===== src/hdl/ac97_pkg.sv =====
package ac97_pkg;

	////////////////////////////////////////////////////////////////////////////
	// Frame layout, one bit per clk

	localparam int unsigned frame_bits = 256;
	localparam int unsigned tag_bits = 16;
	localparam int unsigned slot_bits = 20;
	localparam int unsigned gap_start = 240;		// valid falls here

	localparam int unsigned slot1_start = tag_bits;
	localparam int unsigned slot2_start = tag_bits + slot_bits;
	localparam int unsigned head_bits = tag_bits + 2 * slot_bits;	// Tag plus slots 1 and 2

	////////////////////////////////////////////////////////////////////////////
	// Host command word

	localparam int unsigned cmd_rd_bit = 31;
	localparam int unsigned cmd_idx_hi = 22;
	localparam int unsigned cmd_idx_lo = 16;

	typedef logic [$clog2(frame_bits)-1:0] bit_cnt_t;
	typedef logic [$clog2(slot_bits)-1:0] slot_cnt_t;

	typedef logic [15:0] cra_data_t;

	typedef enum logic
	{
		cra_write = 1'b0,
		cra_read = 1'b1
	} cra_op_t;

	// Where the sequencer is within the frame
	typedef enum logic [2:0]
	{
		ph_tag,
		ph_slot1,
		ph_slot2,
		ph_data,
		ph_gap
	} frame_phase_t;

endpackage


===== src/hdl/ac97_slot_if.sv =====
`timescale 1ns/1ps

interface ac97_slot_if;

	// Frame timing
	logic valid;
	logic load;
	ac97_pkg::frame_phase_t phase;

	// Outgoing slots and tag flags
	logic [ac97_pkg::slot_bits-1:0] out_slt1;
	logic [ac97_pkg::slot_bits-1:0] out_slt2;
	logic crac_valid;
	logic crac_wr;

	logic [ac97_pkg::slot_bits-1:0] in_slt2;	// Last received slot 2

	modport cra (input valid, input in_slt2,
		output out_slt1, output out_slt2, output crac_valid, output crac_wr);
	modport seq (output valid, output load, output phase);
	modport tx (input load, input out_slt1, input out_slt2, input crac_valid, input crac_wr);
	modport rx (input load, input phase, output in_slt2);

endinterface


===== src/hdl/ac97_cra.sv =====
`timescale 1ns/1ps

module ac97_cra (
	input logic clk,
	input logic rst,
	input logic crac_we,
	input logic [31:0] crac_out,
	output ac97_pkg::cra_data_t crac_din,
	output logic crac_wr_done,
	output logic crac_rd_done,
	ac97_slot_if.cra slot
);

	ac97_pkg::cra_op_t op;
	logic crac_we_r;
	logic crac_wr;
	logic crac_rd;
	logic valid_r;
	logic valid_pe;
	logic valid_ne;
	logic rd_sent;
	logic rd_framed;

	assign op = ac97_pkg::cra_op_t'(crac_out[ac97_pkg::cmd_rd_bit]);

	// Slot 1 is the read flag and index, slot 2 the write data
	assign slot.out_slt1 = {crac_out[ac97_pkg::cmd_rd_bit],
		crac_out[ac97_pkg::cmd_idx_hi:ac97_pkg::cmd_idx_lo], 12'h000};
	assign slot.out_slt2 = {crac_out[15:0], 4'h0};

	assign slot.crac_wr = crac_wr;
	assign slot.crac_valid = crac_wr | crac_rd;

	always_ff @(posedge clk or negedge rst)
	begin
		if (!rst)
		begin
			valid_r <= 1'b1;	// Sequencer leaves reset with valid high
			crac_we_r <= 1'b0;
		end
		else
		begin
			valid_r <= slot.valid;
			crac_we_r <= crac_we;
		end
	end

	assign valid_pe = slot.valid & ~valid_r;
	assign valid_ne = ~slot.valid & valid_r;

	////////////////////////////////////////////////////////////////////////////
	// Write and read request flags

	always_ff @(posedge clk or negedge rst)
	begin
		if (!rst)
			crac_wr <= 1'b0;
		else if (crac_we_r && op == ac97_pkg::cra_write)
			crac_wr <= 1'b1;
		else if (valid_ne)
			crac_wr <= 1'b0;	// Frame head already captured
	end

	assign crac_wr_done = crac_wr & valid_ne;

	always_ff @(posedge clk or negedge rst)
	begin
		if (!rst)
			crac_rd <= 1'b0;
		else if (crac_we_r && op == ac97_pkg::cra_read)
			crac_rd <= 1'b1;
		else if (rd_sent && valid_pe)
			crac_rd <= 1'b0;
	end

	////////////////////////////////////////////////////////////////////////////
	// Read stages

	always_ff @(posedge clk or negedge rst)
	begin
		if (!rst)
		begin
			rd_sent <= 1'b0;
			rd_framed <= 1'b0;
			crac_rd_done <= 1'b0;
		end
		else
		begin
			if (crac_rd && valid_ne)
				rd_sent <= 1'b1;
			else if (valid_pe)
				rd_sent <= 1'b0;
			if (rd_sent && valid_pe)
				rd_framed <= 1'b1;	// Reply frame starts
			else if (crac_rd_done)
				rd_framed <= 1'b0;
			crac_rd_done <= rd_framed & valid_pe;
		end
	end

	// Loaded on the same edge that raises the done pulse
	always_ff @(posedge clk)
	begin
		if (rd_framed && valid_pe)
			crac_din <= slot.in_slt2[ac97_pkg::slot_bits-1:4];
	end

	a_one_request: assert property (@(posedge clk) disable iff (!rst)
		!(crac_wr && crac_rd));
	a_wr_done_pulse: assert property (@(posedge clk) disable iff (!rst)
		crac_wr_done |=> !crac_wr_done);
	a_rd_done_pulse: assert property (@(posedge clk) disable iff (!rst)
		crac_rd_done |=> !crac_rd_done);
	a_no_overlap: assert property (@(posedge clk) disable iff (!rst)
		crac_we |-> !slot.crac_valid);

endmodule


===== src/hdl/ac97_frame_seq.sv =====
`timescale 1ns/1ps

module ac97_frame_seq (
	input logic clk,
	input logic rst,
	ac97_slot_if.seq slot,
	output logic sync
);

	ac97_pkg::bit_cnt_t cnt;
	logic last_bit;

	assign last_bit = cnt == ac97_pkg::bit_cnt_t'(ac97_pkg::frame_bits - 1);

	always_ff @(posedge clk or negedge rst)
	begin
		if (!rst)
			cnt <= '0;
		else if (last_bit)
			cnt <= '0;
		else
			cnt <= cnt + 1'b1;
	end

	////////////////////////////////////////////////////////////////////////////
	// Phase decode from slot boundaries

	always_comb
	begin
		if (cnt < ac97_pkg::bit_cnt_t'(ac97_pkg::slot1_start))
			slot.phase = ac97_pkg::ph_tag;
		else if (cnt < ac97_pkg::bit_cnt_t'(ac97_pkg::slot2_start))
			slot.phase = ac97_pkg::ph_slot1;
		else if (cnt < ac97_pkg::bit_cnt_t'(ac97_pkg::head_bits))
			slot.phase = ac97_pkg::ph_slot2;
		else if (cnt < ac97_pkg::bit_cnt_t'(ac97_pkg::gap_start))
			slot.phase = ac97_pkg::ph_data;
		else
			slot.phase = ac97_pkg::ph_gap;
	end

	assign slot.valid = cnt < ac97_pkg::bit_cnt_t'(ac97_pkg::gap_start);
	assign slot.load = cnt == ac97_pkg::bit_cnt_t'(ac97_pkg::gap_start);	// First gap bit

	// Sync follows the tag on the wire, so the frame after reset has none
	always_ff @(posedge clk or negedge rst)
	begin
		if (!rst)
			sync <= 1'b0;
		else if (last_bit)
			sync <= 1'b1;
		else if (cnt == ac97_pkg::bit_cnt_t'(ac97_pkg::tag_bits - 1))
			sync <= 1'b0;
	end

	a_load_in_gap: assert property (@(posedge clk) disable iff (!rst)
		slot.load |-> $fell(slot.valid));

endmodule


===== src/hdl/ac97_sin.sv =====
`timescale 1ns/1ps

module ac97_sin (
	input logic clk,
	input logic rst,
	ac97_slot_if.rx slot,
	input logic sdata_in
);

	logic [ac97_pkg::slot_bits-2:0] shift;
	ac97_pkg::slot_cnt_t bit_idx;
	logic last_bit;

	assign last_bit = slot.phase == ac97_pkg::ph_slot2 &&
		bit_idx == ac97_pkg::slot_cnt_t'(ac97_pkg::slot_bits - 1);

	always_ff @(posedge clk or negedge rst)
	begin
		if (!rst)
			bit_idx <= '0;
		else if (slot.load)
			bit_idx <= '0;	// Rearm for the next frame
		else if (slot.phase == ac97_pkg::ph_slot2)
			bit_idx <= bit_idx + 1'b1;
	end

	// Only slot 2 is of interest
	always_ff @(posedge clk)
	begin
		if (slot.phase == ac97_pkg::ph_slot2)
			shift <= {shift[ac97_pkg::slot_bits-3:0], sdata_in};
		if (last_bit)
			slot.in_slt2 <= {shift, sdata_in};
	end

endmodule


===== src/hdl/ac97_sout.sv =====
`timescale 1ns/1ps

module ac97_sout (
	input logic clk,
	input logic rst,
	ac97_slot_if.tx slot,
	output logic sdata_out
);

	logic [ac97_pkg::head_bits-1:0] shadow;
	logic [ac97_pkg::head_bits-1:0] shift;
	ac97_pkg::bit_cnt_t gap_left;
	logic [ac97_pkg::tag_bits-1:0] tag;

	// Frame valid, then slot 1 and slot 2 valid on the command flags
	assign tag = {1'b1, slot.crac_valid, slot.crac_wr, 13'h0000};

	always_ff @(posedge clk)
	begin
		if (slot.load)
			shadow <= {tag, slot.out_slt1, slot.out_slt2};
	end

	////////////////////////////////////////////////////////////////////////////
	// Gap countdown to the frame wrap

	always_ff @(posedge clk or negedge rst)
	begin
		if (!rst)
			gap_left <= '0;
		else if (slot.load)
			gap_left <= ac97_pkg::bit_cnt_t'(ac97_pkg::frame_bits - ac97_pkg::gap_start - 1);
		else if (gap_left != '0)
			gap_left <= gap_left - 1'b1;
	end

	always_ff @(posedge clk or negedge rst)
	begin
		if (!rst)
			shift <= '0;
		else if (gap_left == ac97_pkg::bit_cnt_t'(1))
			shift <= shadow;	// Bit 0 of the next frame
		else
			shift <= {shift[ac97_pkg::head_bits-2:0], 1'b0};
	end

	assign sdata_out = shift[ac97_pkg::head_bits-1];	// MSB first, zeros after slot 2

endmodule


===== src/hdl/ac97_top.sv =====
`timescale 1ns/1ps

module ac97_top (
	input logic clk,
	input logic rst,
	input logic crac_we,
	input logic [31:0] crac_out,
	output ac97_pkg::cra_data_t crac_din,
	output logic crac_wr_done,
	output logic crac_rd_done,
	output logic sync,
	output logic sdata_out,
	input logic sdata_in
);

	ac97_slot_if slot ();

	ac97_cra u_cra (
		.clk (clk),
		.rst (rst),
		.crac_we (crac_we),
		.crac_out (crac_out),
		.crac_din (crac_din),
		.crac_wr_done (crac_wr_done),
		.crac_rd_done (crac_rd_done),
		.slot (slot.cra)
	);

	ac97_frame_seq u_frame_seq (
		.clk (clk),
		.rst (rst),
		.slot (slot.seq),
		.sync (sync)
	);

	// Serial link
	ac97_sout u_sout (
		.clk (clk),
		.rst (rst),
		.slot (slot.tx),
		.sdata_out (sdata_out)
	);

	ac97_sin u_sin (
		.clk (clk),
		.rst (rst),
		.slot (slot.rx),
		.sdata_in (sdata_in)
	);

endmodule


===== config.mk =====
export PLATFORM = sky130hd
export DESIGN_NAME = ac97_top
export DESIGN_NICKNAME = d
export VERILOG_FILES = /design/src/hdl/ac97_pkg.sv /design/src/hdl/ac97_slot_if.sv /design/src/hdl/ac97_cra.sv /design/src/hdl/ac97_frame_seq.sv /design/src/hdl/ac97_sin.sv /design/src/hdl/ac97_sout.sv /design/src/hdl/ac97_top.sv
export SDC_FILE = /design/constraint.sdc
export NUM_CORES = 1
export LEC_CHECK = 0
export BUFFER_PORTS_ARGS = -buffer_cell sky130_fd_sc_hd__buf_2
export CAP_MARGIN = 20
export CORE_MARGIN = 2
export CORE_UTILIZATION = 52
export DETAILED_ROUTE_END_ITERATION = 12
export PLACE_DENSITY = 0.83
export RECOVER_POWER = 25
export SETUP_SLACK_MARGIN = 0.4
export SLEW_MARGIN = 20
export SYNTH_ARGS = -nofsm -noshare
export SYNTH_HDL_FRONTEND = slang
export SYNTH_SLANG_ARGS = --single-unit

===== constraint.sdc =====
create_clock -name clk -period 3.9 [get_ports clk]
set_input_delay 0.585 -clock clk [delete_from_list [all_inputs] [get_ports clk]]
set_output_delay 0.585 -clock clk [all_outputs]
set_load 0.02 [all_outputs]

==> qor.yml <==
layout.cells.non_filler: 533
p_per_area_mw_per_mm2: 508
ys_warn_count: 0
cts_tree: "built"
die_w_um: 108
fin_skew_ps: 9.04
cts_buffers: 17
synth_edf_count: 77
syn_inst: 323
drive_gt1_share_pct: 29.5
hold_viol_final: 0
via_per_inst: 5.16
synthMuxAreaShare_pct: 6.61
area_growth_pct: 17.3
period_minus_slack_ps: 2460
cp.required_ps: 3310
path_cells: "and4_1 > and3_1 > buf_2"
avgSynthCellArea_um2: 17.4
fin_area_mm2: 0.00659
cp_max_fo: 10
ys_seq_area_share_pct: 77.2
tns_ps: 0
synthXorXnorAreaFrac_pct: 1.56
max-vdd-ir-drop_mv: 0.380
synth_nets: 365
synth-compound-area-share_pct: 3.25
path_class: "flop to output port"
tightestPinTransition_ps: 1940
maxCapViolations: 1
placed_cell_area_mm2: 0.00602
violations: "max-capacitance violations, max-slew violations"
port_buffers: 47
cts.sinks: 158
rsz0062_at_grt: "false"
cp.arrival_ps: 1870
ctsResizeCount: 0
boundaryPins: 56
ys_ff_latch: 158
post-layout-total-power_mw: 3.35
wl_met3_um: 316
dp_hpwl_um: 5210
async_flop_share_pct: 51.3
wl_met2_um: 4670
cts.path.max_buffers: 2
grt_pass1_wl_um: 14400
cts_setup_buffers: 0
synth_top_family_by_area: "simple AND/OR/NAND/NOR gates"
htreeDepth: 4
gp_congestion: 0.771
crit_family: "simple AND/OR/NAND/NOR gates"
cts_hold_buffers: 0
start_util_pct: 53.9
cp-end-kind: "output port"
min_path_type: "input port to flop"
synth_ff_type: "dfrtp_1"
dp_cells: 501
routed.top_layer: "met4"
min_period_over_period_pct: 63.0
drt_wl_total_um: 9060
crit_buf_inv: 1
wl_per_cell_um: 17.0
drc_errors: 0
root_buffer: "clkbuf_8"
synth-adder-area-share_pct: 1.34
clk_pin_slew_ps: 70
slew_viol_final: 82
drt_pass1_iterations: 4
synth_area_mm2: 0.00562
dieArea_mm2: 0.0117
wl_met1_um: 3910
synth_cell_type_count: 45
die_y_um: 108
core_area_mm2: 0.0104
synth-simple-area-share_pct: 8.15
grt_pass1_vias: 2875
clk-insertion-delay-late_ps: 520
n_antenna_cell: 0
vias: 2751
status: "complete, but fails checks"
leakagePower_nw: 2.96
crit_path_max_incr_delay_ps: 530
grt_overflow_total: 0
grt_max_degree: 82
relSlewSlack_pct: -29.6
setup_viol_count_final: 0
drt_iter0_markers: 218
drtAntennaViolNets: 0
antenna_found_initial: 0
gr-usage-all-layers_pct: 16.9
rows: 37
critPathLaunchType: "flop"
cpMaxStageDelayCell: "dfrtp_1"
fmax_ghz: 0.407
nets: 426
[cell usage after synthesis (2+ instances only)]
cell type  count  area share [%]
nand4_1        2            0.22
and4_1         2            0.31
buf_6          3            0.60
or3_1          2            0.22
nand3_1        6            0.53
a22o_1         2            0.31
mux2_4        24             6.4
o211ai_1       3            0.40
edfxtp_1      77              41
a211oi_1       2            0.27
nor2_1         9            0.60
clkbuf_1       4            0.27
and3_1         4            0.45
a31oi_1        3            0.33
xor2_1         4            0.62
inv_1         12            0.80
xnor2_1        6            0.94
or4_1          2            0.27
nor3_1         2            0.18
o21ai_0        7            0.62
dfrtp_1       80              36
a21oi_1        4            0.36
buf_2          2            0.18
nand2_1       10            0.67
and2_1        25             2.8
o31ai_1        2            0.27
ha_1           6             1.3
[layout by cell type (no fill, tap or decap), types with 2 or more instances in the layout]
| cell type | n |
|---|---|
| dfrtp_1 | 80 |
| edfxtp_1 | 77 |
| buf_2 | 45 |
| and2_1 | 25 |
| mux2_4 | 24 |
| clkbuf_16 | 16 |
| inv_1 | 12 |
| nand2_1 | 10 |
| nor2_1 | 9 |
| o21ai_0 | 7 |
| nand3_1 | 6 |
| xnor2_1 | 6 |
| ha_1 | 6 |
| inv_8 | 5 |
| and3_1 | 4 |
| xor2_1 | 4 |
| a21oi_1 | 4 |
| inv_6 | 4 |
| buf_4 | 4 |
| a31oi_1 | 3 |
| o211ai_1 | 3 |
| clkinv_8 | 3 |
| and4_1 | 2 |
| nand4_1 | 2 |
| or3_1 | 2 |
| a22o_1 | 2 |
| o31ai_1 | 2 |
| or4_1 | 2 |
| a211oi_1 | 2 |
| clkinvlp_4 | 2 |
[through the flow]
stage	setup WS (ps)	hold slack, ps	utilization, %
global route	1290	139	63.3
global placement	1590	405	57.8
finish	1440	169	63.3
floorplan	966	289	-
CTS	1420	141	63.3
detailed placement	1470	408	57.8
[cell type report]
| cell class | count | area (µm²) |
|---|---|---|
| repair buffers | 51 | 264 |
| clock inverters | 15 | 164 |
| fillers | 699 | 3820 |
| well taps | 136 | 170 |
| inverters | 12 | 45.0 |
| multi-input cells | 144 | 1190 |
| flip-flops and latches | 158 | 4340 |
| clock buffers | 17 | 414 |
[state kept, by name, summed over array words and instances (netlist names)]
register and count:
u_sout.gap_left 8, u_cra.rd_sent 1, u_cra.crac_din 16, u_sin.bit_idx 5, u_cra.rd_framed 1, u_cra.crac_rd 1
u_sin.shift 19, u_sout.shadow 26, u_frame_seq.sync 1, u_cra.valid_r 1, u_cra.slot.crac_wr 1, u_sin.slot.in_slt2 16
u_cra.crac_rd_done 1, u_cra.crac_we_r 1, u_frame_seq.cnt 8, u_sout.shift 52
[worst paths after layout]
| check | startpoint | end | slack (ps) | depth (start not counted) |
|---|---|---|---|---|
| max | u_frame_seq.cnt[6] | crac_wr_done | 1440 | 3 |
| max in group asynchronous | rst | u_sout.shift[35] | 2150 | 1 |
| min in group asynchronous | rst | u_sout.shift[46] | 610 | 1 |
| max reg2reg | u_frame_seq.cnt[4] | u_sin.slot.in_slt2[18] | 1460 | 7 |
| min reg2reg | u_sin.slot.in_slt2[10] | u_cra.crac_din[6] | 420 | 0 |
| min | crac_we | u_cra.crac_we_r | 170 | 1 |
[cell families (layout without fill, tap and decap cells)]
logic type                 after synthesis  in the layout
DFF                                    158            158
buffers and inverters                   21             95
AOI/OAI and AO/OA                       28             28
muxes                                   25             25
xor gates and xnor gates                10             10
adders and majority gates                6              6
and+or+nand+nor                         75             75
[routing by layer]
metal  vias to the layer above  track usage (%)
li1                       1277                -
met1                      1396             21.0
met2                        61             27.4
met3                        17             4.40
met4                         0             8.61
met5                         -                0
[report_power, final]
group	internal, mW	leakage, nW	switching (mW)	total [mW]
Clock	0.828	0.278	0.739	1.57
Combinational	0.00919	0.866	0.0194	0.0286
Sequential	1.75	1.81	0.00409	1.76
Total	2.59	2.96	0.762	3.35
(Power assumes the default switching activity.)
